$ cat src/design/axil_pkg.sv
package axil_pkg;

  // Defaults for the top level parameters.
  localparam int axil_data_width_c = 32;
  localparam int axil_addr_width_c = 12;
  localparam int fifo_els_c        = 4;  // Commands in flight.
  localparam int mem_words_c       = 16;

  typedef logic [1:0] axil_resp_t;
  typedef logic [2:0] axil_prot_t;

  localparam axil_resp_t axil_resp_okay_c = 2'b00;

  // Unprivileged, secure, data access.
  localparam axil_prot_t axil_prot_data_c = 3'b000;

  // Memory slave serves one transaction at a time.
  typedef enum logic [1:0] {
    e_slave_idle,
    e_slave_wresp,  // Holding bvalid.
    e_slave_rresp   // Holding rvalid.
  } mem_slave_state_e;

endpackage

$ cat src/design/axil_fifo.sv
`timescale 1ns/10ps

module axil_fifo #(
  parameter int width_p = 8
  , parameter int els_p = 4
) (
  input  logic               clk_i
  , input  logic               arst_n_i

  , input  logic [width_p-1:0] data_i
  , input  logic               v_i
  , output logic               ready_o

  , output logic [width_p-1:0] data_o
  , output logic               v_o
  , input  logic               yumi_i
);

  localparam int ptr_width_lp = (els_p > 1) ? $clog2(els_p) : 1;
  localparam int cnt_width_lp = $clog2(els_p + 1);

  typedef logic [ptr_width_lp-1:0] ptr_t;
  typedef logic [cnt_width_lp-1:0] cnt_t;
  typedef logic [width_p-1:0]      entry_t;

  entry_t mem_q [els_p];
  ptr_t   rd_ptr_q, wr_ptr_q;
  cnt_t   count_q, count_n;
  logic   ready_q;
  logic   enq, deq;

  function automatic ptr_t ptr_inc(ptr_t ptr);
    return (ptr == ptr_t'(els_p - 1)) ? '0 : ptr + ptr_t'(1);
  endfunction

  assign enq = v_i & ready_q;
  assign deq = yumi_i & v_o;

  assign count_n = count_q + cnt_t'(enq) - cnt_t'(deq);

  assign ready_o = ready_q;  // Low while in reset.
  assign v_o     = (count_q != '0);
  assign data_o  = mem_q[rd_ptr_q];

  always_ff @(posedge clk_i or negedge arst_n_i) begin
    if (!arst_n_i) begin
      rd_ptr_q <= '0;
      wr_ptr_q <= '0;
      count_q  <= '0;
      ready_q  <= 1'b0;
    end else begin
      if (enq) wr_ptr_q <= ptr_inc(wr_ptr_q);
      if (deq) rd_ptr_q <= ptr_inc(rd_ptr_q);
      count_q <= count_n;
      ready_q <= (count_n != cnt_t'(els_p));
    end
  end

  // Entry storage.
  always_ff @(posedge clk_i) begin
    if (enq) mem_q[wr_ptr_q] <= data_i;
  end

endmodule

$ cat src/design/axil_fifo_master.sv
`timescale 1ns/10ps

module axil_fifo_master #(
  parameter int axil_data_width_p = 32
  , parameter int axil_addr_width_p = 12
  , parameter int fifo_els_p = 4
  , localparam int mask_width_lp = axil_data_width_p / 8
) (
  input  logic                         clk_i
  , input  logic                         arst_n_i

  // Client command stream.
  , input  logic [axil_data_width_p-1:0] data_i
  , input  logic [axil_addr_width_p-1:0] addr_i
  , input  logic                         v_i
  , input  logic                         w_i
  , input  logic [mask_width_lp-1:0]     wmask_i
  , output logic                         ready_and_o

  // Client response stream.
  , output logic [axil_data_width_p-1:0] data_o
  , output logic                         v_o
  , input  logic                         ready_and_i

  , output logic [axil_addr_width_p-1:0] m_axil_awaddr_o
  , output axil_pkg::axil_prot_t         m_axil_awprot_o
  , output logic                         m_axil_awvalid_o
  , input  logic                         m_axil_awready_i

  , output logic [axil_data_width_p-1:0] m_axil_wdata_o
  , output logic [mask_width_lp-1:0]     m_axil_wstrb_o
  , output logic                         m_axil_wvalid_o
  , input  logic                         m_axil_wready_i

  , input  axil_pkg::axil_resp_t         m_axil_bresp_i
  , input  logic                         m_axil_bvalid_i
  , output logic                         m_axil_bready_o

  , output logic [axil_addr_width_p-1:0] m_axil_araddr_o
  , output axil_pkg::axil_prot_t         m_axil_arprot_o
  , output logic                         m_axil_arvalid_o
  , input  logic                         m_axil_arready_i

  , input  logic [axil_data_width_p-1:0] m_axil_rdata_i
  , input  axil_pkg::axil_resp_t         m_axil_rresp_i
  , input  logic                         m_axil_rvalid_i
  , output logic                         m_axil_rready_o
);

  import axil_pkg::*;

  typedef logic [axil_addr_width_p-1:0] addr_t;

  logic  accept;
  logic  wdata_ready_lo, addr_ready_lo, return_ready_lo;
  logic  addr_w_lo, addr_v_lo, addr_yumi_li;
  addr_t addr_lo;
  logic  return_w_lo, return_v_lo, return_yumi_li;

  // All three queues need room.
  assign ready_and_o = wdata_ready_lo & addr_ready_lo & return_ready_lo;
  assign accept      = v_i & ready_and_o;

  axil_fifo #(
    .width_p(axil_data_width_p + mask_width_lp)
    , .els_p(fifo_els_p)
  ) wdata_fifo (
    .clk_i(clk_i)
    , .arst_n_i(arst_n_i)
    , .data_i({data_i, wmask_i})
    , .v_i(accept & w_i)  // Writes only.
    , .ready_o(wdata_ready_lo)
    , .data_o({m_axil_wdata_o, m_axil_wstrb_o})
    , .v_o(m_axil_wvalid_o)
    , .yumi_i(m_axil_wready_i & m_axil_wvalid_o)
  );

  axil_fifo #(
    .width_p(1 + axil_addr_width_p)
    , .els_p(fifo_els_p)
  ) addr_fifo (
    .clk_i(clk_i)
    , .arst_n_i(arst_n_i)
    , .data_i({w_i, addr_i})
    , .v_i(accept)
    , .ready_o(addr_ready_lo)
    , .data_o({addr_w_lo, addr_lo})
    , .v_o(addr_v_lo)
    , .yumi_i(addr_yumi_li)
  );

  // Kind of every command, oldest first.
  axil_fifo #(
    .width_p(1)
    , .els_p(fifo_els_p)
  ) return_fifo (
    .clk_i(clk_i)
    , .arst_n_i(arst_n_i)
    , .data_i(w_i)
    , .v_i(accept)
    , .ready_o(return_ready_lo)
    , .data_o(return_w_lo)
    , .v_o(return_v_lo)
    , .yumi_i(return_yumi_li)
  );

  // Oldest address goes to AW or AR by its kind bit.
  assign m_axil_awvalid_o = addr_v_lo & addr_w_lo;
  assign m_axil_awaddr_o  = addr_lo;
  assign m_axil_awprot_o  = axil_prot_data_c;

  assign m_axil_arvalid_o = addr_v_lo & ~addr_w_lo;
  assign m_axil_araddr_o  = addr_lo;
  assign m_axil_arprot_o  = axil_prot_data_c;

  assign addr_yumi_li = (m_axil_awvalid_o & m_axil_awready_i)
                      | (m_axil_arvalid_o & m_axil_arready_i);

  assign v_o    = return_v_lo & (return_w_lo ? m_axil_bvalid_i : m_axil_rvalid_i);
  assign data_o = m_axil_rdata_i;  // Don't care for writes.

  assign m_axil_bready_o = return_v_lo & return_w_lo & ready_and_i;
  assign m_axil_rready_o = return_v_lo & ~return_w_lo & ready_and_i;

  assign return_yumi_li = v_o & ready_and_i;

endmodule

$ cat src/design/axil_mem_slave.sv
`timescale 1ns/10ps

module axil_mem_slave #(
  parameter int axil_data_width_p = 32
  , parameter int axil_addr_width_p = 12
  , parameter int mem_words_p = 16
  , localparam int mask_width_lp = axil_data_width_p / 8
) (
  input  logic                         clk_i
  , input  logic                         arst_n_i

  , input  logic [axil_addr_width_p-1:0] s_axil_awaddr_i
  , input  axil_pkg::axil_prot_t         s_axil_awprot_i
  , input  logic                         s_axil_awvalid_i
  , output logic                         s_axil_awready_o

  , input  logic [axil_data_width_p-1:0] s_axil_wdata_i
  , input  logic [mask_width_lp-1:0]     s_axil_wstrb_i
  , input  logic                         s_axil_wvalid_i
  , output logic                         s_axil_wready_o

  , output axil_pkg::axil_resp_t         s_axil_bresp_o
  , output logic                         s_axil_bvalid_o
  , input  logic                         s_axil_bready_i

  , input  logic [axil_addr_width_p-1:0] s_axil_araddr_i
  , input  axil_pkg::axil_prot_t         s_axil_arprot_i
  , input  logic                         s_axil_arvalid_i
  , output logic                         s_axil_arready_o

  , output logic [axil_data_width_p-1:0] s_axil_rdata_o
  , output axil_pkg::axil_resp_t         s_axil_rresp_o
  , output logic                         s_axil_rvalid_o
  , input  logic                         s_axil_rready_i
);

  import axil_pkg::*;

  localparam int idx_width_lp = (mem_words_p > 1) ? $clog2(mem_words_p) : 1;

  typedef logic [axil_data_width_p-1:0] word_t;
  typedef logic [axil_addr_width_p-1:0] addr_t;
  typedef logic [idx_width_lp-1:0]      idx_t;

  mem_slave_state_e state_q, state_n;
  word_t            mem_q [mem_words_p];
  word_t            rdata_q;
  logic             write_take, read_take;
  idx_t             widx, ridx;

  // Byte address to word, upper bits alias.
  function automatic idx_t word_index(addr_t addr);
    return idx_t'((addr / addr_t'(mask_width_lp)) % addr_t'(mem_words_p));
  endfunction

  assign widx = word_index(s_axil_awaddr_i);
  assign ridx = word_index(s_axil_araddr_i);

  // Writes win in idle.
  assign write_take = (state_q == e_slave_idle) & s_axil_awvalid_i & s_axil_wvalid_i;
  assign read_take  = (state_q == e_slave_idle) & s_axil_arvalid_i & ~write_take;

  assign s_axil_awready_o = write_take;
  assign s_axil_wready_o  = write_take;
  assign s_axil_arready_o = read_take;

  assign s_axil_bvalid_o = (state_q == e_slave_wresp);
  assign s_axil_bresp_o  = axil_resp_okay_c;
  assign s_axil_rvalid_o = (state_q == e_slave_rresp);
  assign s_axil_rresp_o  = axil_resp_okay_c;
  assign s_axil_rdata_o  = rdata_q;

  always_comb begin
    state_n = state_q;
    case (state_q)
      e_slave_idle: begin
        if (write_take) state_n = e_slave_wresp;
        else if (read_take) state_n = e_slave_rresp;
      end
      e_slave_wresp: if (s_axil_bready_i) state_n = e_slave_idle;
      e_slave_rresp: if (s_axil_rready_i) state_n = e_slave_idle;
      default: state_n = e_slave_idle;
    endcase
  end

  always_ff @(posedge clk_i or negedge arst_n_i) begin
    if (!arst_n_i) state_q <= e_slave_idle;
    else state_q <= state_n;
  end

  // Memory comes up zeroed.
  always_ff @(posedge clk_i or negedge arst_n_i) begin
    if (!arst_n_i) begin
      for (int i = 0; i < mem_words_p; i++)
        mem_q[i] <= '0;
    end else if (write_take) begin
      for (int b = 0; b < mask_width_lp; b++)
        if (s_axil_wstrb_i[b]) mem_q[widx][b*8 +: 8] <= s_axil_wdata_i[b*8 +: 8];
    end
  end

  always_ff @(posedge clk_i) begin
    if (read_take) rdata_q <= mem_q[ridx];  // Held until rready.
  end

endmodule

$ cat src/design/axil_mem_subsys.sv
`timescale 1ns/10ps

module axil_mem_subsys #(
  parameter int axil_data_width_p = axil_pkg::axil_data_width_c
  , parameter int axil_addr_width_p = axil_pkg::axil_addr_width_c
  , parameter int fifo_els_p = axil_pkg::fifo_els_c
  , parameter int mem_words_p = axil_pkg::mem_words_c
  , localparam int mask_width_lp = axil_data_width_p / 8
) (
  input  logic                         clk_i
  , input  logic                         arst_n_i

  , input  logic [axil_data_width_p-1:0] data_i
  , input  logic [axil_addr_width_p-1:0] addr_i
  , input  logic                         v_i
  , input  logic                         w_i
  , input  logic [mask_width_lp-1:0]     wmask_i
  , output logic                         ready_and_o

  , output logic [axil_data_width_p-1:0] data_o
  , output logic                         v_o
  , input  logic                         ready_and_i
);

  import axil_pkg::*;

  typedef logic [axil_data_width_p-1:0] word_t;
  typedef logic [axil_addr_width_p-1:0] addr_t;
  typedef logic [mask_width_lp-1:0]     mask_t;

  addr_t      awaddr, araddr;
  axil_prot_t awprot, arprot;
  logic       awvalid, awready, arvalid, arready;
  word_t      wdata, rdata;
  mask_t      wstrb;
  logic       wvalid, wready;
  axil_resp_t bresp, rresp;
  logic       bvalid, bready, rvalid, rready;

  axil_fifo_master #(
    .axil_data_width_p(axil_data_width_p)
    , .axil_addr_width_p(axil_addr_width_p)
    , .fifo_els_p(fifo_els_p)
  ) u_master (
    .clk_i(clk_i)
    , .arst_n_i(arst_n_i)
    , .data_i(data_i)
    , .addr_i(addr_i)
    , .v_i(v_i)
    , .w_i(w_i)
    , .wmask_i(wmask_i)
    , .ready_and_o(ready_and_o)
    , .data_o(data_o)
    , .v_o(v_o)
    , .ready_and_i(ready_and_i)
    , .m_axil_awaddr_o(awaddr)
    , .m_axil_awprot_o(awprot)
    , .m_axil_awvalid_o(awvalid)
    , .m_axil_awready_i(awready)
    , .m_axil_wdata_o(wdata)
    , .m_axil_wstrb_o(wstrb)
    , .m_axil_wvalid_o(wvalid)
    , .m_axil_wready_i(wready)
    , .m_axil_bresp_i(bresp)
    , .m_axil_bvalid_i(bvalid)
    , .m_axil_bready_o(bready)
    , .m_axil_araddr_o(araddr)
    , .m_axil_arprot_o(arprot)
    , .m_axil_arvalid_o(arvalid)
    , .m_axil_arready_i(arready)
    , .m_axil_rdata_i(rdata)
    , .m_axil_rresp_i(rresp)
    , .m_axil_rvalid_i(rvalid)
    , .m_axil_rready_o(rready)
  );

  axil_mem_slave #(
    .axil_data_width_p(axil_data_width_p)
    , .axil_addr_width_p(axil_addr_width_p)
    , .mem_words_p(mem_words_p)
  ) u_slave (
    .clk_i(clk_i)
    , .arst_n_i(arst_n_i)
    , .s_axil_awaddr_i(awaddr)
    , .s_axil_awprot_i(awprot)
    , .s_axil_awvalid_i(awvalid)
    , .s_axil_awready_o(awready)
    , .s_axil_wdata_i(wdata)
    , .s_axil_wstrb_i(wstrb)
    , .s_axil_wvalid_i(wvalid)
    , .s_axil_wready_o(wready)
    , .s_axil_bresp_o(bresp)
    , .s_axil_bvalid_o(bvalid)
    , .s_axil_bready_i(bready)
    , .s_axil_araddr_i(araddr)
    , .s_axil_arprot_i(arprot)
    , .s_axil_arvalid_i(arvalid)
    , .s_axil_arready_o(arready)
    , .s_axil_rdata_o(rdata)
    , .s_axil_rresp_o(rresp)
    , .s_axil_rvalid_o(rvalid)
    , .s_axil_rready_i(rready)
  );

endmodule

$ cat config.mk
export PLATFORM = sky130hd
export DESIGN_NAME = axil_mem_subsys
export DESIGN_NICKNAME = d
export VERILOG_FILES = /design/src/design/axil_pkg.sv /design/src/design/axil_fifo.sv /design/src/design/axil_fifo_master.sv /design/src/design/axil_mem_slave.sv /design/src/design/axil_mem_subsys.sv
export SDC_FILE = /design/constraint.sdc
export NUM_CORES = 1
export LEC_CHECK = 0
export BUFFER_PORTS_ARGS = -buffer_cell sky130_fd_sc_hd__buf_2
export CAP_MARGIN = 20
export CORE_MARGIN = 1
export CORE_UTILIZATION = 30
export CTS_CLUSTER_DIAMETER = 200
export DETAILED_ROUTE_END_ITERATION = 6
export GPL_ROUTABILITY_DRIVEN = 0
export PLACE_DENSITY_LB_ADDON = 0.25
export SYNTH_ARGS = -nofsm -noshare
export SYNTH_HDL_FRONTEND = slang
export SYNTH_SLANG_ARGS = --single-unit
$ cat constraint.sdc
create_clock -name clk_i -period 4.2 [get_ports clk_i]
set_input_delay 0.84 -clock clk_i [delete_from_list [all_inputs] [get_ports clk_i]]
set_output_delay 0.84 -clock clk_i [all_outputs]
set_load 0.02 [all_outputs]
======== Word-level counts from Yosys, hierarchy flattened ========
Memories as Yosys holds them, arrays and structs flattened.
Cells that the tools add are included.
word-level totals
  flip-flop bits (word level) ............. 570
  bits in writable memories ............... 200
  output and inout port bits .............. 34
  logic and storage cells ................. 137
  memories kept ........................... 3
cells by class
  $add $sub $neg .......................... 12
  $lt $le $gt $ge ......................... 2
  equality and inequality tests ........... 14
  multiplexer cells ....................... 40
  bitwise operators ....................... 30
  reduce and logical (&&, ||, !) cells .... 6
memory list
  name                        words  width  read ports  clocked after memory_dff  write ports  line             RTL
  u_master.wdata_fifo.mem_q   4      36     1           0                         1            axil_fifo.sv:26  entry_t mem_q [els_p];
  u_master.addr_fifo.mem_q    4      13     1           0                         1            axil_fifo.sv:26
  u_master.return_fifo.mem_q  4      1      1           0                         1            axil_fifo.sv:26
operators with widths
  operator                                                                      number
  512-bit 2-to-1 mux                                                            7
  512-bit bitwise mux                                                           4
  32-bit demux with 4-bit select                                                4
  32-bit binary-select mux with 4-bit select                                    1
  32-bit 2-to-1 mux                                                             3
  1-bit AND                                                                     25
  24-bit 2-to-1 mux                                                             1
  2-bit 2-to-1 mux                                                              10
  16-bit 2-to-1 mux                                                             1
  2-bit == test, second input constant                                          7
  2-bit by 1-bit adder with 2-bit output, second input constant                 6
  3-bit inequality test, second input constant                                  4
  3-bit by 1-bit adder with 3-bit output                                        3
  3-bit nonzero test                                                            3
  3-bit by 1-bit subtractor with 3-bit output                                   3
  8-bit 2-to-1 mux                                                              1
  1-bit 2-to-1 mux                                                              7
  2-bit case mux with 3 select lines                                            1
  5-bit greater-or-equal comparator, second input constant                      1
  5-bit by 1-bit less-than comparator with 1-bit output, second input constant  1
  4-bit inverter with 5-bit output                                              1
  2-bit inequality test, second input constant                                  2
  1-bit inverter                                                                3
  3-bit AND reduction                                                           1
  other kinds (4)                                                               4

======== Logic depth before layout (Yosys ltp) ========
Gate-level depths: netlist (run 1).
An unclocked memory read counts as a cell.
  depth after elaboration ................. 17
  depth in mapped cells ................... 12

======== Hierarchy ========
A second synthesis (run 1) with hierarchy kept.
unflattened totals
  cell total of the unflattened synthesis .. 1,927
  area, all modules ....................... 34,008.9 um^2
modules (own cells, without submodules)
  module                             instances  cells each  area each (um^2)  sequential area each (um^2)
  axil_mem_slave                     1          1,487       24,891.4          13,823.3
  axil_fifo at u_master.wdata_fifo   1          226         5,664.2           4,524.3
  axil_fifo at u_master.addr_fifo    1          106         2,364.8           1,761.7
  axil_fifo at u_master.return_fifo  1          43          616.8             320.3
  axil_fifo_master                   1          65          471.7             0.0

======== Worst setup path before layout (run 1) ========
Ideal clock, no wire load.
  path kind ............................... register -> register
  from .................................... register u_master.addr_fifo.rd_ptr_q[0]
  to ...................................... register u_slave.rdata_q[0], in the netlist u_slave.s_axil_rdata_o[0], enable pin
  setup time .............................. 0.421 ns
  arrival time ............................ 2.404 ns
  path slack .............................. 1.375 ns
  stages on the path, launching flop included .. 4
  path buffers ............................ 1
  path through ............................ dfrtp_1 -> buf_6 -> mux4_2 -> nor2_1
between the ends
  word-level cells in the longest chain between the ends .. 6
  elaborated cells on any way between the ends .. 9
  those cells by class .................... bitwise (8); memory (1)
ends and longest elaborated chain
  element                 line                     RTL
  from (decl)             axil_fifo.sv:27          ptr_t rd_ptr_q, wr_ptr_q;
  from (signal assigned)  axil_fifo.sv:53          if (deq) rd_ptr_q <= ptr_inc(rd_ptr_q);
  memory 4 x 13 bit *     n/a
  1-bit AND               axil_fifo_master.sv:108  assign m_axil_awvalid_o = addr_v_lo & addr_w_lo;
  1-bit AND (2 in a row)  axil_mem_slave.sv:60     assign write_take = (state_q == e_slave_idle) & s_axil_awvalid_i & s_axil_wvalid_i;
  1-bit inverter          axil_mem_slave.sv:61     assign read_take = (state_q == e_slave_idle) & s_axil_arvalid_i & ~write_take;
  1-bit AND *             axil_mem_slave.sv:61
  named net arready       axil_mem_subsys.sv:33    logic awvalid, awready, arvalid, arready;
  to (signal assigned)    axil_mem_slave.sv:103    if (read_take) rdata_q <= mem_q[ridx];
  to (decl)               axil_mem_slave.sv:47     word_t rdata_q;
The timed path passes the listed nets; every way through them passes the cells marked *.
A chain may end at the register's enable or synchronous reset.

======== Final worst setup path (run 1) ========
  from .................................... register u_master.addr_fifo.rd_ptr_q[0]
  to ...................................... register u_slave.rdata_q[17], in the netlist u_slave.s_axil_rdata_o[17], data pin
between the ends
  word-level cells in the longest chain between the ends .. 5
ends and longest elaborated chain
  element                                                 line
  memory 4 x 13 bit                                       n/a
  4-bit inverter with 5-bit output (not written as such)  axil_mem_slave.sv:103
  32-bit binary-select mux with 4-bit select              axil_mem_slave.sv:103
  32-bit 2-to-1 mux (not written as such) (2 in a row)    axil_mem_slave.sv:103
Every way passes these cells. The select of a mux whose other input is x is not followed.

==> metrics.md, run 1 <==
| Metric | Value |
|---|---|
| Tot Pwr | `30.20 mW` |
| Clock power share | `0.241` |
| Leak | `16.87 nW` |
| Hold Crit Class | `primary input to async pin` |
| Post-Syn Nets | `2160` |
| 1st-pass router iterations | `4` |
| Vias | `17860` |
| Seq pwr share | `0.383` |
| Fillers | `10330` |
| HPWL Detailed | `51960 µm` |
| CTS H-tree depth | `3` |
| Async SR Flop Fraction | `0.7290` |
| Status | `finished clean` |
| PostCTS Resize Cnt | `0` |
| Largest net degree at the start of global routing | `109` |
| Io pins | `87` |
| Max clock buf depth | `3` |
| Final setup violation count | `0` |
| R2r setup slk | `0.76 ns` |
| Clock root cell | `clkbuf_16` |
| Max Transition Viols Final | `0` |
| Type of origin of the critical path | `flop` |
| Tmin final | `3.438 ns` |
| IO Port Bufs | `78` |
| Fin Setup TNS | `0 ns` |
| Clk_lat worst skew | `0.65 ns` |
| Die area | `111700 µm²` |
| Critical path depth | `6` |
| CTS buffer count | `83` |
| Synth unique cells | `42` |
| Initial Util | `0.3034` |
| Warnings from Yosys | `0` |
| Final nets | `2248` |
| Clock-pin slew on the worst setup and hold paths | `0.06 ns` |
| WL per Instance | `21.63 µm` |
| Initial antenna violation count | `8` |
| Most frequent cells in the layout | `536 x dfrtp_1, 349 x mux2_2, 257 x mux2i_1, 200 x edfxtp_1, 152 x mux2_4` |
| Hold Vio Cnt, Final | `0` |
| P per Cell Area | `793.6 nW/µm²` |
| Least-Margin Pin Slew | `0.9958 ns` |
| DRC | `0` |
| CP Buf/Inv Count | `1` |
| Synthesized area | `33120 µm²` |
| Worst Skew | `0.02345 ns` |
| Rows | `121` |
| RR Startpoint | `u_master.addr_fifo.rd_ptr_q[0]$_DFFE_PN0P_` |
| Sequential cell area fraction in the yosys report | `0.5878` |
| Area of the core | `109200 µm²` |
| Placed cell count | `3561` |
| Number of max-cap violations | `0` |
| Sink Count | `738` |
| Number of synthesized register bits | `738` |
| Final wirelength | `80480 µm` |
| Syn avg cell area | `15.90 µm²` |
| CP peak stage delay | `0.93 ns` |
| Grt ovf | `0` |
| Sw Pwr | `10.89 mW` |
| Final core utilization | `0.3486` |
| Worst EP arrival | `3.74 ns` |
| Post-synth EDFFs | `200` |
| Main synth FF type | `dfrtp_1` |
| R2R depth | `6` |
| DR iter-0 viols | `883` |
| Cell-internal power | `19.31 mW` |
| Cell family with most CP delay | `multiplexers` |
| Post-DRT Antenna Nets | `0` |
| Worst path most repeated cell | `o21ai_0` |
| Chip Width | `334.3 µm` |
| Combinational share of power | `0.377` |
| Vias per Instance | `4.800` |
| Critical path fanouts, max | `108` |
| First-pass GRT wire length | `123700 µm` |
| WS Path Type | `flop to flop` |
| RSZ-0062 raised after global routing | `no` |
| Worst setup EP type | `flop` |
| Worst path slowest cell | `mux4_4` |
| CP cell instances | `mux4_4, buf_12, mux2i_1, o22ai_1, o21ai_0, o21ai_0` |
| Slew HR | `0.3361` |
| Worst EP required | `4.50 ns` |
| Syn Inst Count | `2083` |
| Hold Slack | `0.2840 ns` |
| Fmax | `290.9 MHz` |
| Most common cell after layout, fill and taps aside | `dfrtp_1` |
| Vias in the first global route | `19480` |
| Syn-to-layout area delta | `14.88%` |
| Post-CTS Hold Fix Bufs | `0` |
| TritonCTS clock tree | `done` |
| RR Endpoint | `u_slave.s_axil_rdata_o[17]$_DFFE_PP_` |
| Die height | `334.3 µm` |
| GRT Total Usage | `0.1461` |
| Sw frac | `0.3607` |
| Period utilisation layout | `0.8186` |
| Maximum vdd drop | `0.8070 mV` |
| Share of post-route cells with drive strength above 1 | `0.3922` |
| Fin cells | `3721` |
| Setup bufs post-CTS | `0` |
-- cell families after synthesis --
family	Yosys count	synth area share
buffers and inverters	128	0.01858
adder cells (fa/ha/maj)	24	0.009746
XOR/XNOR	6	0.001587
AND/OR/NAND/NOR	168	0.04707
flip-flops	738	0.5878
AO/OA/AOI/OAI	201	0.03536
multiplexers	818	0.2999
-- metal layers --
layer,up-vias,wire length [µm],track usage
met2,308,38180,0.2347
met4,6,2288,0.05514
li1,7958,-,-
met5,-,35,0
met1,9465,37130,0.1963
met3,125,2842,0.02528
-- flip-flops by register name, indices dropped and copies added (netlist names), 3 cells and up --
| name | cells |
|---|---|
| u_slave.s_axil_rdata_o | 32 |
| u_master.wdata_fifo.mem_q | 144 |
| u_master.wdata_fifo.count_q | 3 |
| u_master.return_fifo.count_q | 3 |
| u_master.return_fifo.mem_q | 4 |
| u_master.addr_fifo.mem_q | 20 |
| u_slave.mem_q | 512 |
| u_master.addr_fifo.count_q | 3 |
-- worst max path at each step --
stage | start | end | slack (ns)
after floorplan | u_master.addr_fifo.rd_ptr_q[0]$_DFFE_PN0P_ | u_slave.s_axil_rdata_o[0]$_DFFE_PP_ | 1.38
after global placement | u_master.addr_fifo.rd_ptr_q[0]$_DFFE_PN0P_ | u_slave.s_axil_rdata_o[29]$_DFFE_PP_ | 0.75
after detailed placement | u_master.addr_fifo.rd_ptr_q[0]$_DFFE_PN0P_ | u_slave.s_axil_rdata_o[29]$_DFFE_PP_ | 0.74
after CTS | u_master.addr_fifo.rd_ptr_q[0]$_DFFE_PN0P_ | u_slave.s_axil_rdata_o[29]$_DFFE_PP_ | 0.72
after global routing | u_master.addr_fifo.rd_ptr_q[0]$_DFFE_PN0P_ | u_slave.s_axil_rdata_o[29]$_DFFE_PP_ | 0.59
final | u_master.addr_fifo.rd_ptr_q[0]$_DFFE_PN0P_ | u_slave.s_axil_rdata_o[17]$_DFFE_PP_ | 0.76
-- power by group through the flow --
stage	Clock (mW)	Sequential, mW	Combinational (mW)
6_report	7.26	11.6	11.4
2_1_floorplan	0	11.4	8.22
5_1_grt	7.77	11.9	12.2
3_3_place_gp	0	11.5	11.2
3_5_place_dp	0	11.7	11.5
4_1_cts	7.50	11.6	11.5
-- Yosys cell counts, types with 6 or more instances --
master | number | area share
ha_1 | 21 | 0.0079
nor2_4 | 28 | 0.0095
dfrtp_1 | 538 | 0.41
and3_1 | 13 | 0.0025
inv_1 | 17 | 0.0019
edfxtp_1 | 200 | 0.18
nor2_2 | 12 | 0.0023
buf_2 | 34 | 0.0051
mux2_2 | 349 | 0.12
clkbuf_1 | 70 | 0.0079
o21ai_0 | 70 | 0.011
mux4_2 | 42 | 0.029
nor2_1 | 41 | 0.0046
mux2i_1 | 257 | 0.078
xnor2_1 | 6 | 0.0016
mux2_1 | 18 | 0.0061
nand2_4 | 7 | 0.0024
o22ai_1 | 128 | 0.024
nor2_8 | 26 | 0.016
nand2_1 | 7 | 0.00079
mux2_4 | 152 | 0.069
-- area by class of cell --
type / instances / area [µm²] / share of cell area
timing repair buffer: 114 / 845.8 / 0.02223
clock buffer: 118 / 2330 / 0.06122
inverter: 17 / 63.81 / 0.001677
multi-input combinational: 1217 / 13060 / 0.3433
clock inverter: 37 / 421.7 / 0.01108
sequential: 738 / 19470 / 0.5117
antenna: 4 / 10.01 / 0.0002630
tap: 1476 / 1847 / 0.04853
-- per-stage QoR --
step                      cell area, µm²  worst slack (ns)
after floorplan                    33120             1.375
after global placement             35210            0.7515
after detailed placement           35270            0.7444
after CTS                          38020            0.7200
after global routing               38050            0.5899
final                              38050            0.7619
No activity file was read; power rests on OpenSTA's default activity.
==> run 2, diff against run 1 <==
==> constraint.sdc (replaced) <==
create_clock -name clk_i -period 2.8 [get_ports clk_i]
set_input_delay 0.56 -clock clk_i [delete_from_list [all_inputs] [get_ports clk_i]]
set_output_delay 0.56 -clock clk_i [all_outputs]
set_load 0.02 [all_outputs]
==> metrics.md, run 2 (synthesized netlist as in run 1, its figures left out) <==
| Metric | Value |
|---|---|
| IO Port Bufs | `78` |
| RR Endpoint | `u_slave.s_axil_rdata_o[30]$_DFFE_PP_` |
| Combinational share of power | `0.406` |
| CP cell instances | `mux4_4, buf_12, buf_12, buf_4, mux2i_1, o22ai_1, nor2_1, o21ai_0` |
| Max Transition Viols Final | `0` |
| Most frequent cells in the layout | `534 x dfrtp_1, 349 x mux2_2, 256 x mux2i_1, 200 x edfxtp_1, 152 x mux2_4` |
| Hold Slack | `0.1143 ns` |
| Post-DRT Antenna Nets | `0` |
| Largest net degree at the start of global routing | `59` |
| Rows | `121` |
| Slew HR | `0.5723` |
| P per Cell Area | `1185 nW/µm²` |
| Critical Path Source | `u_master.addr_fifo.rd_ptr_q[0]$_DFFE_PN0P_` |
| Worst EP required | `3.19 ns` |
| Fmax | `362.6 MHz` |
| DR iter-0 viols | `920` |
| Share of post-route cells with drive strength above 1 | `0.4353` |
| Initial Util | `0.3034` |
| Type of origin of the critical path | `flop` |
| CP peak stage delay | `0.79 ns` |
| GRT Total Usage | `0.1455` |
| Status | `finished clean` |
| Number of flip-flops in the largest register | `512` |
| Initial antenna violation count | `1` |
| N_diodes | `0` |
| Vias per Instance | `4.720` |
| Final setup margin | `0.04230 ns` |
| RR Startpoint | `u_master.addr_fifo.rd_ptr_q[0]$_DFFE_PN0P_` |
| Tmin final | `2.758 ns` |
| Io pins | `87` |
| Vias in the first global route | `20230` |
| Fin Setup TNS | `0 ns` |
| Final wirelength | `81080 µm` |
| Maximum vdd drop | `0.6775 mV` |
| Vias | `18200` |
| Hold Vio Cnt, Final | `0` |
| Place WS | `-0.1826 ns` |
| DRC | `0` |
| TritonCTS clock tree | `done` |
| Most flop-heavy register | `u_slave.mem_q` |
| Critical path fanouts, max | `22` |
| R2R depth | `8` |
| Chip Width | `334.3 µm` |
| Area of the core | `109200 µm²` |
| Worst Skew | `0.03397 ns` |
| CTS buffer count | `81` |
| Syn-to-layout area delta | `19.95%` |
| Worst path slowest cell | `mux4_4` |
| WS Path Type | `flop to flop` |
| Clock root cell | `clkbuf_16` |
| 1st-pass router iterations | `4` |
| Sw frac | `0.3549` |
| Least-Margin Pin Slew | `0.6416 ns` |
| Die area | `111700 µm²` |
| Crit path capture | `u_slave.s_axil_rdata_o[30]$_DFFE_PP_` |
| Number of max-cap violations | `0` |
| Placed cell count | `3682` |
| Max clock buf depth | `3` |
| Clk_lat worst skew | `0.66 ns` |
| Hold Crit Class | `primary input to flop` |
| Clock power share | `0.226` |
| RSZ-0062 raised after global routing | `yes` |
| CTS H-tree depth | `3` |
| Worst path most repeated cell | `buf_12` |
| Fin cells | `3856` |
| Sw Pwr | `16.72 mW` |
| First-pass GRT wire length | `125100 µm` |
| Sink Count | `738` |
| Cell-internal power | `30.38 mW` |
| R2r setup slk | `0.04 ns` |
| Grt ovf | `0` |
| HPWL Detailed | `53120 µm` |
| Die height | `334.3 µm` |
| Period utilisation layout | `0.9849` |
| WL per Instance | `21.03 µm` |
| Seq pwr share | `0.368` |
| Worst setup EP type | `flop` |
| Most common cell after layout, fill and taps aside | `dfrtp_1` |
| Clock-pin slew on the worst setup and hold paths | `0.06 ns` |
| Worst EP arrival | `3.15 ns` |
| Final nets | `2389` |
| Final setup violation count | `0` |
| Tot Pwr | `47.10 mW` |
| Leak | `17.72 nW` |
[run 2: changes by cell type in the layout (fill, tap and decap cells not counted), sizes merged]
cell	delta
buf	+138
clkbuf	-6
clkinv	+4
diode	-4
clkinvlp	+2
bufinv	-1
dlygate4sd3	+1
mux4	+1
[run 2: final cells by class]
type                       count  area, µm²
fill                       10250      69430
sequential                   738      19470
multi-input combinational   1218      13160
timing repair buffer         256       2526
clock buffer                 109       2275
tap                         1476       1847
clock inverter                42      390.4
inverter                      17      63.81
[run 2: worst min-delay path by stage]
stage,startpoint,endpoint,slack [ns],depth (start not counted)
floorplan,arst_n_i,u_master.addr_fifo.count_q[0]$_DFF_PN0_,0.26,0
global placement,u_slave.mem_q[240]$_DFFE_PN0P_,u_slave.mem_q[240]$_DFFE_PN0P_,0.47,1
detailed placement,u_slave.mem_q[481]$_DFFE_PN0P_,u_slave.mem_q[481]$_DFFE_PN0P_,0.47,1
CTS,addr_i[2],u_master.addr_fifo.mem_q[3][2]$_DFFE_PP_,0.07,1
global route,wmask_i[2],u_master.wdata_fifo.mem_q[3][2]$_DFFE_PP_,0.10,1
finish,addr_i[2],u_master.addr_fifo.mem_q[0][2]$_DFFE_PP_,0.11,1
[run 2: metrics by stage]
step | util | area [µm²]
3_3_place_gp | 0.3359 | 36670
2_1_floorplan | - | 33130
6_report | 0.3640 | 39730
4_1_cts | 0.3608 | 39390
5_1_grt | 0.3640 | 39730
3_5_place_dp | 0.3359 | 36670
[run 2: metal layers]
metal,vias up,wire (µm),global-route usage
met5,-,0,0
met4,0,2533,0.05446
li1,8227,-,-
met3,136,3067,0.02169
met1,9546,36820,0.1932
met2,290,38670,0.2394
[run 2: power by group through the flow]
stage                     clock, mW  sequential (mW)  combinational [mW]
after floorplan                   0             17.1                12.3
after global placement            0             17.2                18.3
after detailed placement          0             17.5                18.7
after CTS                      11.0             17.3                18.8
after global routing           11.5             17.8                20.6
final                          10.7             17.3                19.1
[run 2: what timing repair did]
item,4_1_cts,5_1_grt
pin swaps,2,13
buffers inserted,3,15
gates cloned,0,4
endpoints found under the setup margin,62,63
resized for setup,12,28
hold buffers,1,0
endpoints found under the hold margin,43,0
[run 2: critical path: cells and delay by family (launching register included)]
kind                   cells  cell delay (ns)
muxes                      2             0.91
buffers and inverters      3             0.57
AOI/OAI and AO/OA          2             0.50
DFF                        1             0.41
and+or+nand+nor            1             0.06
==> run 3, diff against run 2 <==
--- a/config.mk
+++ b/config.mk
@@ -13,6 +13,7 @@
 export DETAILED_ROUTE_END_ITERATION = 6
 export GPL_ROUTABILITY_DRIVEN = 0
 export PLACE_DENSITY_LB_ADDON = 0.25
+export RECOVER_POWER = 25
 export SYNTH_ARGS = -nofsm -noshare
 export SYNTH_HDL_FRONTEND = slang
 export SYNTH_SLANG_ARGS = --single-unit
==> constraint.sdc (replaced) <==
create_clock -name clk_i -period 3.25 [get_ports clk_i]
set_input_delay 0.65 -clock clk_i [delete_from_list [all_inputs] [get_ports clk_i]]
set_output_delay 0.65 -clock clk_i [all_outputs]
set_load 0.02 [all_outputs]
==> metrics.md, run 3 (synthesized netlist as in run 1, its figures left out) <==
| Metric | Value |
|---|---|
| CP Buf/Inv Count | `2` |
| Worst Skew | `0.02126 ns` |
| Fin cells | `3738` |
| IO Port Bufs | `78` |
| Most common cell after layout, fill and taps aside | `dfrtp_1` |
| Grt ovf | `0` |
| Initial antenna violation count | `3` |
| Final setup violation count | `0` |
| Final wirelength | `78160 µm` |
| Setup bufs post-CTS | `0` |
| Initial Util | `0.3034` |
| Worst EP required | `3.76 ns` |
| Number of flip-flops in the largest register | `512` |
| HPWL Detailed | `50930 µm` |
| Combinational share of power | `0.380` |
| Post-DRT Antenna Nets | `0` |
| CTS buffer count | `80` |
| R2r setup slk | `0.18 ns` |
| Tmin final | `3.067 ns` |
| Status | `complete, but fails checks` |
| Tot Pwr | `38.87 mW` |
| Clock power share | `0.237` |
| CTS H-tree depth | `3` |
| Placed cell count | `3592` |
| Die height | `334.3 µm` |
| Cell family with most CP delay | `simple AND/OR/NAND/NOR gates` |
| Register area | `19470 µm²` |
| P per Cell Area | `1018 nW/µm²` |
| CP cell instances | `buf_4, mux4_2, buf_4, nand3_2, nor2_4, mux2_2` |
| Worst path slowest cell | `buf_4` |
| Sink Count | `738` |
| Chip Width | `334.3 µm` |
| Number of max-cap violations | `1` |
| Max Transition Viols Final | `71` |
| Maximum vdd drop | `0.4648 mV` |
| Type of origin of the critical path | `flop` |
| Sw Pwr | `13.74 mW` |
| Most flop-heavy register | `u_slave.mem_q` |
| Leak | `16.88 nW` |
| Area of the core | `109200 µm²` |
| Share of post-route cells with drive strength above 1 | `0.3808` |
| Hold_sp | `data_i[26]` |
| Critical Path Source | `u_master.addr_fifo.rd_ptr_q[0]$_DFFE_PN0P_` |
| CP peak stage delay | `0.60 ns` |
| Hold Crit Class | `primary input to flop` |
| Slew HR | `-0.5653` |
| Post-CTS Hold Fix Bufs | `0` |
| Placed cell area | `35610 µm²` |
| Fin Setup TNS | `0 ns` |
| Rows | `121` |
| Final instance area | `38170 µm²` |
| 1st-pass router iterations | `4` |
| Cell-internal power | `25.13 mW` |
| WS Path Type | `flop to flop` |
| Hold Slack | `0.2675 ns` |
| Seq pwr share | `0.384` |
| Syn-to-layout area delta | `15.24%` |
| Period utilisation layout | `0.9438` |
| Worst setup EP type | `flop` |
| Area of the multi-input gates | `13060 µm²` |
| Die area | `111700 µm²` |
| Most frequent cells in the layout | `536 x dfrtp_1, 349 x mux2_2, 257 x mux2i_1, 200 x edfxtp_1, 152 x mux2_4` |
| First-pass GRT wire length | `122700 µm` |
| Io pins | `87` |
| TritonCTS clock tree | `done` |
| Worst EP arrival | `3.57 ns` |
| PostCTS Resize Cnt | `0` |
| DRC | `0` |
| Vias | `17760` |
| Vias per Instance | `4.752` |
| RSZ-0062 raised after global routing | `no` |
| Final nets | `2275` |
| Clock-pin slew on the worst setup and hold paths | `0.06 ns` |
| GRT Total Usage | `0.1427` |
| Fmax | `326.0 MHz` |
| Clock root cell | `clkbuf_16` |
| WL per Instance | `20.91 µm` |
| Failing checks | `capacitance limit, slew limit` |
| Fillers | `10430` |
| Vias in the first global route | `19500` |
| RR Startpoint | `u_master.addr_fifo.rd_ptr_q[0]$_DFFE_PN0P_` |
| Critical path fanouts, max | `50` |
| Hold Vio Cnt, Final | `0` |
| Sw frac | `0.3536` |
| Clk_lat worst skew | `0.64 ns` |
| Least-Margin Pin Slew | `2.348 ns` |
| Worst path most repeated cell | `buf_4` |
| Max clock buf depth | `3` |
| Largest net degree at the start of global routing | `89` |
| DR iter-0 viols | `1000` |
==> run 3: cell count changes in the layout (fill, tap and decap cells not counted), moves of 15 or more <==
cell,change
buf_4,-77
o21ai_1,-15
o21ai_0,+17
buf_12,-35
clkbuf_1,+47
buf_2,-40
==> run 3: cell type report <==
cell class / count / share of cell area
clock buffer: 113 / 0.06103
clock inverter: 32 / 0.008424
multi-input combinational: 1217 / 0.3422
timing repair buffer: 144 / 0.02816
antenna: 1 / 0.00006556
inverter: 17 / 0.001672
tap: 1476 / 0.04838
sequential: 738 / 0.5101
==> run 3: worst paths after layout <==
path,end,depth (start not counted)
max in group asynchronous,u_slave.mem_q[21]$_DFFE_PN0P_,2
worst max-delay path,u_slave.mem_q[339]$_DFFE_PN0P_,6
worst max register to register,u_slave.mem_q[339]$_DFFE_PN0P_,6
worst min register to register,u_slave.mem_q[480]$_DFFE_PN0P_,1
min in group asynchronous,u_slave.mem_q[470]$_DFFE_PN0P_,1
worst min-delay path,u_master.wdata_fifo.mem_q[2][30]$_DFFE_PP_,1
==> run 3: stage by stage <==
stage | util | worst slack, ns
finish | 0.3497 | 0.1826
global route | 0.3497 | 0.02768
CTS | 0.3506 | 0.1204
detailed placement | 0.3263 | 0.1311
global placement | 0.3263 | 0.1736
floorplan | - | 0.4252
==> run 3: metal layers <==
metal | routed length, µm | vias up | global-route usage
met5 | 11 | - | 0
met4 | 1681 | 2 | 0.04421
met3 | 2700 | 111 | 0.02082
met2 | 37240 | 276 | 0.2315
met1 | 36520 | 9368 | 0.1960
li1 | - | 8005 | -
==> run 3: power by group through the flow <==
stage | Combinational, mW | Clock, mW | Sequential (mW)
2_1_floorplan | 10.6 | 0 | 14.7
3_3_place_gp | 14.6 | 0 | 14.8
3_5_place_dp | 15.0 | 0 | 15.1
4_1_cts | 15.0 | 9.48 | 14.9
5_1_grt | 16.0 | 9.86 | 15.3
6_report | 14.8 | 9.20 | 14.9
